File: src/exc_pkg.sv
// **************************************************
// Exception table shared definitions: widths, depth,
// commit delay, empty marker and cause encoding.
// **************************************************
package exc_pkg;

  // Table geometry.
  localparam int ADDR_WIDTH  = 6;   // 64 entries.
  localparam int DATA_WIDTH  = 16;  // Full record.
  localparam int TAG_WIDTH   = 12;  // Tag in low bits.
  localparam int CAUSE_WIDTH = DATA_WIDTH - TAG_WIDTH;  // Cause in top bits.
  localparam int TABLE_DEPTH = 64;  // Entry count.

  // Writes reach the RAM this many edges after capture.
  // The bypass keeps the same number of slots.
  localparam int COMMIT_DELAY = 6;

  // Marks an empty bypass slot or delay stage, never written.
  localparam logic [ADDR_WIDTH-1:0] EMPTY_ADDR = 6'd63;

  // Cause code held in record bits [15:12].
  typedef enum logic [CAUSE_WIDTH-1:0] {
    CAUSE_NONE       = 4'd0,  // No exception recorded.
    CAUSE_MISALIGN   = 4'd1,  // Misaligned access.
    CAUSE_PAGE_FAULT = 4'd2,  // Translation fault.
    CAUSE_ILLEGAL    = 4'd3,  // Illegal opcode.
    CAUSE_BREAKPOINT = 4'd4,  // Debug breakpoint.
    CAUSE_SYSCALL    = 4'd5,  // System call trap.
    CAUSE_OVERFLOW   = 4'd6   // Arithmetic overflow.
  } exc_cause_e;

endpackage

File: src/exc_write_delay.sv
// **************************************************
// Exception write delay line: holds each write for
// six edges before committing it to the table RAM.
// **************************************************
`timescale 1ns/100ps

module exc_write_delay import exc_pkg::*; (
  input  logic                  clk,
  input  logic                  rst,
  input  logic                  except,       // Flush of pending writes.
  input  logic                  wr_en,
  input  logic [ADDR_WIDTH-1:0] wr_addr,
  input  logic [DATA_WIDTH-1:0] wr_data,
  output logic                  commit_en,    // Last stage holds a write.
  output logic [ADDR_WIDTH-1:0] commit_addr,
  output logic [DATA_WIDTH-1:0] commit_data
);

  logic [ADDR_WIDTH-1:0] stage_addr [COMMIT_DELAY];  // EMPTY_ADDR when idle.
  logic [DATA_WIDTH-1:0] stage_data [COMMIT_DELAY];  // Payload, no reset.

  // Address pipe carries the valid state through the empty marker.
  always_ff @(posedge clk) begin
    if (rst || except) begin
      for (int i = 0; i < COMMIT_DELAY; i++) begin
        stage_addr[i] <= EMPTY_ADDR;  // Drop everything in flight.
      end
    end else begin
      stage_addr[0] <= wr_en ? wr_addr : EMPTY_ADDR;  // Bubble when idle.
      for (int i = 1; i < COMMIT_DELAY; i++) begin
        stage_addr[i] <= stage_addr[i-1];
      end
    end
  end

  // Data follows the address; its value in an empty stage is ignored.
  always_ff @(posedge clk) begin
    stage_data[0] <= wr_data;
    for (int i = 1; i < COMMIT_DELAY; i++) begin
      stage_data[i] <= stage_data[i-1];
    end
  end

  // The RAM writes at the edge where the record leaves the last stage.
  assign commit_addr = stage_addr[COMMIT_DELAY-1];
  assign commit_data = stage_data[COMMIT_DELAY-1];
  assign commit_en   = (stage_addr[COMMIT_DELAY-1] != EMPTY_ADDR);

endmodule

File: src/exc_ram.sv
// **************************************************
// Exception record RAM: 64 entries, synchronous
// commit write, combinational read at the read address.
// **************************************************
`timescale 1ns/100ps

module exc_ram import exc_pkg::*; (
  input  logic                  clk,
  input  logic                  rst,
  input  logic                  commit_en,    // Write strobe from delay line.
  input  logic [ADDR_WIDTH-1:0] commit_addr,
  input  logic [DATA_WIDTH-1:0] commit_data,
  input  logic [ADDR_WIDTH-1:0] rd_addr_q,    // Registered read address.
  output logic [DATA_WIDTH-1:0] ram_data
);

  logic [DATA_WIDTH-1:0] mem [TABLE_DEPTH];  // Committed records.

  // Reset leaves every entry at cause none with a zero tag.
  always_ff @(posedge clk) begin
    if (rst) begin
      for (int i = 0; i < TABLE_DEPTH; i++) begin
        mem[i] <= '0;
      end
    end else if (commit_en) begin
      mem[commit_addr] <= commit_data;  // Oldest pending write lands.
    end
  end

  // Read port sees a commit from the same edge.
  assign ram_data = mem[rd_addr_q];

endmodule

File: src/exc_bypass.sv
// **************************************************
// Exception bypass buffer: six recent writes kept in
// a shift register, newest match forwarded on read.
// **************************************************
`timescale 1ns/100ps

module exc_bypass import exc_pkg::*; (
  input  logic                  clk,
  input  logic                  rst,
  input  logic                  except,     // Flush empties all slots.
  input  logic                  wr_en,
  input  logic [ADDR_WIDTH-1:0] wr_addr,
  input  logic [DATA_WIDTH-1:0] wr_data,
  input  logic [ADDR_WIDTH-1:0] rd_addr_q,  // Registered read address.
  output logic                  hit,        // Some slot holds rd_addr_q.
  output logic [DATA_WIDTH-1:0] fwd_data    // Newest matching record.
);

  logic [ADDR_WIDTH-1:0]   slot_addr [COMMIT_DELAY];  // Slot 0 is newest.
  logic [DATA_WIDTH-1:0]   slot_data [COMMIT_DELAY];
  logic [COMMIT_DELAY-1:0] match;                     // Per-slot compare.

  // Slot addresses shift every edge, so a write ages out of slot 5
  // on the same edge the delay line commits it.
  always_ff @(posedge clk) begin
    if (rst || except) begin
      for (int i = 0; i < COMMIT_DELAY; i++) begin
        slot_addr[i] <= EMPTY_ADDR;
      end
    end else begin
      slot_addr[0] <= wr_en ? wr_addr : EMPTY_ADDR;  // Empty if no write.
      for (int i = 1; i < COMMIT_DELAY; i++) begin
        slot_addr[i] <= slot_addr[i-1];
      end
    end
  end

  // Record payload moves with its address.
  always_ff @(posedge clk) begin
    slot_data[0] <= wr_data;
    for (int i = 1; i < COMMIT_DELAY; i++) begin
      slot_data[i] <= slot_data[i-1];
    end
  end

  // Empty slots never match, even for a read of the marker address.
  always_comb begin
    for (int i = 0; i < COMMIT_DELAY; i++) begin
      match[i] = (slot_addr[i] == rd_addr_q) && (rd_addr_q != EMPTY_ADDR);
    end
  end

  // Walk oldest to newest so the newest match is the one left standing.
  always_comb begin
    hit      = 1'b0;
    fwd_data = '0;
    for (int i = COMMIT_DELAY - 1; i >= 0; i--) begin
      if (match[i]) begin
        hit      = 1'b1;
        fwd_data = slot_data[i];  // Younger slot overrides.
      end
    end
  end

endmodule

File: src/exc_read_port.sv
// **************************************************
// Exception read port: registers the read request
// and decodes the bypass or RAM record.
// **************************************************
`timescale 1ns/100ps

module exc_read_port import exc_pkg::*; (
  input  logic                  clk,
  input  logic                  rst,
  input  logic                  rd_en,       // Read strobe.
  input  logic [ADDR_WIDTH-1:0] rd_addr,
  output logic [ADDR_WIDTH-1:0] rd_addr_q,   // To RAM and bypass.
  input  logic                  hit,         // Bypass holds a newer record.
  input  logic [DATA_WIDTH-1:0] fwd_data,
  input  logic [DATA_WIDTH-1:0] ram_data,
  output logic                  rd_valid,    // One cycle after rd_en.
  output exc_cause_e            rd_cause,
  output logic [TAG_WIDTH-1:0]  rd_tag,
  output logic                  rd_pending   // Cause other than none.
);

  logic [DATA_WIDTH-1:0] rec;  // Selected record.

  // Address holds between reads so the result tracks later commits.
  always_ff @(posedge clk) begin
    if (rst) begin
      rd_addr_q <= '0;
      rd_valid  <= 1'b0;
    end else begin
      rd_valid <= rd_en;  // Fixed one-cycle latency.
      if (rd_en) begin
        rd_addr_q <= rd_addr;
      end
    end
  end

  // Pending writes take priority over committed contents.
  assign rec = hit ? fwd_data : ram_data;

  // Record layout is cause in the top bits, tag below.
  assign rd_cause   = exc_cause_e'(rec[DATA_WIDTH-1:TAG_WIDTH]);
  assign rd_tag     = rec[TAG_WIDTH-1:0];
  assign rd_pending = (rd_cause != CAUSE_NONE);

endmodule

File: src/exc_table_top.sv
// **************************************************
// Exception record table top: delayed commit into the
// RAM with a bypass buffer covering the delay window.
// **************************************************
`timescale 1ns/100ps

module exc_table_top import exc_pkg::*; (
  input  logic                  clk,
  input  logic                  rst,
  input  logic                  wr_en,       // Write strobe.
  input  logic [ADDR_WIDTH-1:0] wr_addr,     // 0 to 62 only.
  input  logic [DATA_WIDTH-1:0] wr_data,     // Packed record.
  input  logic                  except,      // Flush pending writes.
  input  logic                  rd_en,       // Read strobe.
  input  logic [ADDR_WIDTH-1:0] rd_addr,
  output logic                  rd_valid,
  output exc_cause_e            rd_cause,
  output logic [TAG_WIDTH-1:0]  rd_tag,
  output logic                  rd_pending
);

  logic                  commit_en;    // Delay line to RAM.
  logic [ADDR_WIDTH-1:0] commit_addr;
  logic [DATA_WIDTH-1:0] commit_data;
  logic [ADDR_WIDTH-1:0] rd_addr_q;    // Read port to RAM and bypass.
  logic [DATA_WIDTH-1:0] ram_data;
  logic                  hit;          // Bypass to read port.
  logic [DATA_WIDTH-1:0] fwd_data;

  // Writes wait here before reaching the RAM.
  exc_write_delay i_exc_write_delay (
    .clk         (clk),
    .rst         (rst),
    .except      (except),
    .wr_en       (wr_en),
    .wr_addr     (wr_addr),
    .wr_data     (wr_data),
    .commit_en   (commit_en),
    .commit_addr (commit_addr),
    .commit_data (commit_data)
  );

  exc_ram i_exc_ram (
    .clk         (clk),
    .rst         (rst),
    .commit_en   (commit_en),
    .commit_addr (commit_addr),
    .commit_data (commit_data),
    .rd_addr_q   (rd_addr_q),
    .ram_data    (ram_data)
  );

  // Same write stream as the delay line, captured on the same edge.
  exc_bypass i_exc_bypass (
    .clk       (clk),
    .rst       (rst),
    .except    (except),
    .wr_en     (wr_en),
    .wr_addr   (wr_addr),
    .wr_data   (wr_data),
    .rd_addr_q (rd_addr_q),
    .hit       (hit),
    .fwd_data  (fwd_data)
  );

  exc_read_port i_exc_read_port (
    .clk        (clk),
    .rst        (rst),
    .rd_en      (rd_en),
    .rd_addr    (rd_addr),
    .rd_addr_q  (rd_addr_q),
    .hit        (hit),
    .fwd_data   (fwd_data),
    .ram_data   (ram_data),
    .rd_valid   (rd_valid),
    .rd_cause   (rd_cause),
    .rd_tag     (rd_tag),
    .rd_pending (rd_pending)
  );

endmodule

File: config.mk
export PLATFORM = sky130hd
export DESIGN_NAME = exc_table_top
export DESIGN_NICKNAME = d
export VERILOG_FILES = /design/src/exc_pkg.sv /design/src/exc_write_delay.sv /design/src/exc_ram.sv /design/src/exc_bypass.sv /design/src/exc_read_port.sv /design/src/exc_table_top.sv
export SDC_FILE = /design/constraint.sdc
export NUM_CORES = 2
export LEC_CHECK = 0
export BUFFER_PORTS_ARGS = -buffer_cell sky130_fd_sc_hd__buf_2
export CAP_MARGIN = 10
export CORE_UTILIZATION = 45
export CTS_CLUSTER_DIAMETER = 120
export CTS_CLUSTER_SIZE = 40
export DETAILED_ROUTE_END_ITERATION = 10
export PLACE_DENSITY = 0.62
export SLEW_MARGIN = 40
export SYNTH_ARGS = -nofsm -noshare
export SYNTH_HDL_FRONTEND = slang
export SYNTH_SLANG_ARGS = --single-unit
File: constraint.sdc
create_clock -name clk -period 3.75 [get_ports clk]
set_input_delay 0.75 -clock clk [delete_from_list [all_inputs] [get_ports clk]]
set_output_delay 0.75 -clock clk [all_outputs]
set_load 0.02 [all_outputs]
# ---- Word level (Yosys, flattened, before mapping)
# Memory sizes are Yosys's and may differ from the RTL's. A register that Yosys moved wholly into a read port is not among the register bits.
# Cells that the tools add are included.
dict set report totals {
  mem_count 5
  in_bits 33
  ramBits 1288
  elab_cells 75
  register_bits 7
}
dict set report op_classes {
  n_mux 39
  n_bitwise 12
  n_reduce_logical 9
  n_eq_ne 8
}
# memory words word_bits rd rd_ports_with_merged_regs write_ports line_no
set memory_table {}
lappend memory_table {i_exc_ram.mem 64 16 1 1 64 exc_ram.sv:17} ;# logic [DATA_WIDTH-1:0] mem [TABLE_DEPTH];
lappend memory_table {i_exc_bypass.slot_data 6 16 6 0 6 exc_bypass.sv:20} ;# logic [DATA_WIDTH-1:0] slot_data [COMMIT_DELAY];
lappend memory_table {i_exc_write_delay.stage_data 6 16 6 0 6 exc_write_delay.sv:20} ;# logic [DATA_WIDTH-1:0] stage_data [COMMIT_DELAY];
lappend memory_table {i_exc_bypass.slot_addr 6 6 6 0 6 exc_bypass.sv:19} ;# logic [ADDR_WIDTH-1:0] slot_addr [COMMIT_DELAY];
lappend memory_table {i_exc_write_delay.stage_addr 6 6 6 0 6 exc_write_delay.sv:19} ;# logic [ADDR_WIDTH-1:0] stage_addr [COMMIT_DELAY];
# cell n
set ops {}
lappend ops {{$mux W16} 8}
lappend ops {{$mux W6} 16}
lappend ops {{$eq A6 B6 Y1} 6}
lappend ops {{$reduce_or A16 Y1} 1}
lappend ops {{$mux W1} 15}
lappend ops {{$ne A6 B6 Y1 const B} 2}
lappend ops {{$or A1 B1 Y1} 12}
lappend ops {{$logic_and A1 B1 Y1} 6}
lappend ops {{$reduce_bool A4 Y1} 1}
lappend ops {{$logic_or A1 B1 Y1} 1}

# ---- Depth between registers and ports, before layout
dict set report depth {
  depth_word 10
  ltp_mapped 11
  mapped_depth_nobuf 7
}

# ---- Cells and area by module
# A second synthesis with hierarchy kept.
dict set report hier_totals {
  hier_cells 3555
  hier_area_um2 54522.3
}
# module area_each_um2 cells_per_inst instances seq_area_each_um2
set by_module_without_submodules {}
lappend by_module_without_submodules {exc_ram 46841.2 2991 1 30749.5}
lappend by_module_without_submodules {exc_bypass 4316.6 347 1 2642.5}
lappend by_module_without_submodules {exc_write_delay 2920.3 177 1 2642.5}
lappend by_module_without_submodules {exc_read_port 444.2 40 1 140.1}

# ---- Worst setup path after synthesis
# No wires, ideal clock.
dict set report synth_path {
  path_kind {flip-flop to output port}
  from {register with a tool-made name}
  to {output port rd_pending}
  setup_slack_ns 0.184
  path_stages_with_launch 11
  required_ns 3.000
  arrival_time_ns 2.816
  cell_sequence {dfxtp_1 -> buf_6 -> buf_2 -> buf_2 -> mux4_2 -> a22oi_1 -> nand2_1 -> a211oi_1 -> a21oi_1 -> a22o_1 -> or4_1}
}
# element line_no
set synth_rtl {}
lappend synth_rtl {{end, declared} exc_table_top.sv:19} ;# output logic rd_pending

==> impl_metrics.tcl <==
set metrics [dict create \
    outcome "complete, but fails checks" \
    failed_checks "setup timing" \
    start_kind "register" \
    clock_power_share_pct 25.0 \
    worst-setup-path-type "register to output port" \
    remaining_drc_errors 0 \
    synth_area_mm2 0.0513 \
    drt_first_pass_iters 5 \
    critical_path.endpoint_type "output port" \
    die_span_y_um 340 \
    share_of_post_route_cells_with_drive_strength_above_1_pct 23.2 \
    total_switching_power_w 0.00541 \
    synth_edf_count 1024 \
    floorplan.die.width_um 340 \
    vdd.ir_drop.worst_uv 321 \
    worst_hold_path.endpoint "i_exc_write_delay.stage_data[0][9]$_DFF_P_" \
    total_vias_in_the_final_route 28200 \
    async_flop_share_pct 0 \
    max-clock-path-buffers 3 \
    min-delay-path-class "input port to register" \
    period_share_pct 122 \
    tritoncts "yes" \
    r2r_end "i_exc_ram.mem[23][4]$_SDFFCE_PN0P_" \
    clk_latency_ns 0.65 \
    synth-main-ff-cell "sky130_fd_sc_hd__edfxtp_1" \
    postSynthRegisterBits 1169 \
    min-delay-start "wr_data[9]" \
    synth_largest_type_area_fraction_pct 59.9 \
    tightestPinTransition_ns 0.915 \
    powerDensity_mw_per_mm2 408 \
    fin_ws_ns -0.842 \
    clkSlewWorstSetupHoldPaths_ns 0.14 \
    design.die.area_mm2 0.115 \
    intPower_w 0.0173 \
    drv_slew 0 \
    synth.yosys.seq_area_share_pct 65.6 \
    grt_first_pass_wirelength_mm 206 \
    worst_r2r_path_depth 6 \
    timing.final.hold_violations 0 \
    fillers 9365 \
    finClkSkew_ns 0.0302 \
    placeableCoreArea_mm2 0.113 \
    max_cap_violations 0 \
    syn-mean-instance-area_um2 15.6 \
    per_cell_routed_wire_length_um 29.6 \
    antenna_found_initial 7 \
    synthesis_warning_total 0 \
    critical_path_peak_fanout 12 \
    vias_per_cell 5.87 \
    grt_pass1_vias 28900 \
    clock-sinks 1169 \
    cts_root_buffer "sky130_fd_sc_hd__clkbuf_16" \
    synth_top_area_cell "sky130_fd_sc_hd__edfxtp_1" \
    detail_route.wirelength_mm 143 \
    share_comb_of_total_power_pct 10.2 \
    switching_share_pct 23.8 \
    rsz0062_at_grt "true" \
    synth_cell_type_count 56 \
    dp_hpwl_mm 91.4 \
    post_synth_main_area_contributors "sky130_fd_sc_hd__edfxtp_1 (60%), sky130_fd_sc_hd__mux4_2 (13%), sky130_fd_sc_hd__and2_1 (12%), sky130_fd_sc_hd__dfxtp_1 (5.7%), sky130_fd_sc_hd__clkbuf_1 (1.8%)" \
    maximum_number_of_pins_on_one_net_before_global_route_repair 78 \
    finalWorstPathRequiredPeriod_ns 4.59 \
    r2r_slack_ns 0.69 \
    gp_congestion 0.861 \
    htreeDepth 2 \
    nets 3328 \
    num_io_pins 51 \
    detail-route-antenna-nets 0 \
    grt.overflow.total 0 \
    postCtsHoldBufs 0 \
    hold_path_depth 1 \
    achievable-frequency_ghz 0.218 \
    max-slew-margin-rel_pct 38.9 \
    port_buffers 50 \
    placed_area_mm2 0.0542 \
    fin_hold_ws_ns 0.187 \
    rows 123 \
    postSynthCellCount 3294 \
    leakagePower_nw 19.3 \
    post-route-cell-area_mm2 0.0557 \
    drtIter0Drc 3445 \
    dp_worst_setup_slack_ns -0.212 \
    tritoncts.num_buffers 35 \
    power_frac_seq_pct 64.8 \
    timing.final.setup_violations 17 \
    r2r-start "i_exc_bypass.slot_addr[0][34]$_SDFF_PP1_" \
    floorplan.initialDensity_pct 45.5 \
    worst-endpoint-required_ns 3.00 \
    critical_path_arrival_ns 3.84 \
    grt_util_all_layers_pct 24.7 \
    area_growth_syn_to_layout_pct 8.62 \
]
-- placed cells by master (no fill, tap or decap), drive strengths merged, types with 16 or more instances in the layout --
master     n
edfxtp  1024
and2     950
mux4     304
buf      256
dfxtp    145
nor2     100
nor3      68
or2       66
clkbuf    53
mux2i     52
or3       31
nand2     29
xnor2     28
a22oi     23
a221oi    17
o21ai     17
conb      16
a21oi     16
-- through the flow --
step / utilization, % / total power [W] / instances / TNS (ns)
after floorplan: - / 0.0162 / 3309 / 0
after global placement: 47.9 / 0.0172 / 4733 / -1.55
after detailed placement: 48.0 / 0.0173 / 4733 / -1.65
after CTS: 49.2 / 0.0227 / 4799 / -11.87
after global routing: 49.4 / 0.0233 / 4813 / -13.17
final: 49.4 / 0.0228 / 4813 / -11.99
-- cell usage after synthesis, drive strengths merged, types with 29 or more instances --
library cell and instances:
buf 61, nor3 68, nand2 29, and2 950, or3 31, or2 66
edfxtp 1024, clkbuf 247, mux4 304, mux2i 52, dfxtp 145, nor2 100
-- kinds of logic after synthesis --
| logic type | share of synthesized area (%) |
|---|---|
| AND/OR/NAND/NOR | 15.0 |
| flip-flops | 65.6 |
| multiplexers | 14.4 |
| buffers and inverters | 2.65 |
| AO/OA/AOI/OAI | 1.69 |
| XOR/XNOR | 0.614 |
| other | 0.00731 |
-- worst max-delay path: stages (launching register included) --
cell and delay (ns):
sky130_fd_sc_hd__dfxtp_4 0.42, sky130_fd_sc_hd__buf_4 0.17, sky130_fd_sc_hd__clkbuf_16 0.18, sky130_fd_sc_hd__buf_12 0.17, sky130_fd_sc_hd__mux4_2 0.56, sky130_fd_sc_hd__mux4_2 0.59
sky130_fd_sc_hd__mux4_2 0.62, sky130_fd_sc_hd__a22oi_2 0.18, sky130_fd_sc_hd__o31ai_1 0.10, sky130_fd_sc_hd__buf_2 0.18
-- power groups by stage --
stage	logic [W]	clock network [W]	registers, W
floorplan	0.00127	0	0.0149
global placement	0.00220	0	0.0150
detailed placement	0.00222	0	0.0150
CTS	0.00228	0.00573	0.0147
global route	0.00241	0.00611	0.0148
finish	0.00232	0.00570	0.0147
-- timing repair --
action,in CTS,in global routing
gates cloned,2,3
setup endpoints to repair,17,17
buffers inserted,10,9
resized for setup,39,15
pin swaps,7,1
-- worst max path at each step --
| stage | cells past startpoint | end | from | slack [ns] |
|---|---|---|---|---|
| 6_report | 9 | rd_tag[0] | register | -0.84 |
| 3_3_place_gp | 11 | rd_tag[9] | i_exc_read_port.rd_addr_q[1]$_SDFFE_PP0P_ | -0.19 |
| 3_5_place_dp | 11 | rd_tag[9] | i_exc_read_port.rd_addr_q[1]$_SDFFE_PP0P_ | -0.21 |
| 4_1_cts | 8 | rd_tag[9] | register | -0.81 |
| 5_1_grt | 10 | rd_tag[1] | register | -0.90 |
| 2_1_floorplan | 10 | rd_pending | register | 0.18 |
-- metal layers --
layer / track usage [%] / wire length (um)
met1: 33.0 / 56500
met2: 41.6 / 70500
met3: 3.84 / 10900
met4: 7.55 / 4620
met5: 0 / 27
-- sequential cells by signal, summed over array words and instances, names as in the netlist, named ones only --
signal                        flops
i_exc_ram.mem                  1024
i_exc_bypass.slot_data           16
i_exc_write_delay.stage_addr      1
i_exc_read_port.rd_addr_q         6
i_exc_bypass.slot_addr           35
i_exc_write_delay.stage_data     80
i_exc_read_port.rd_valid          1
-- cell type report --
type / count / area (um^2) / area share (%)
antenna: 1 / 2.50 / 0.00449
clock buffer: 50 / 975 / 1.75
clock inverter: 4 / 38.8 / 0.0696
inverter: 6 / 22.5 / 0.0404
multi-input combinational: 1824 / 16600 / 29.9
sequential: 1169 / 33700 / 60.4
tap: 1500 / 1880 / 3.37
timing repair buffer: 259 / 2490 / 4.47
No activity file was read; power rests on OpenSTA's default activity.
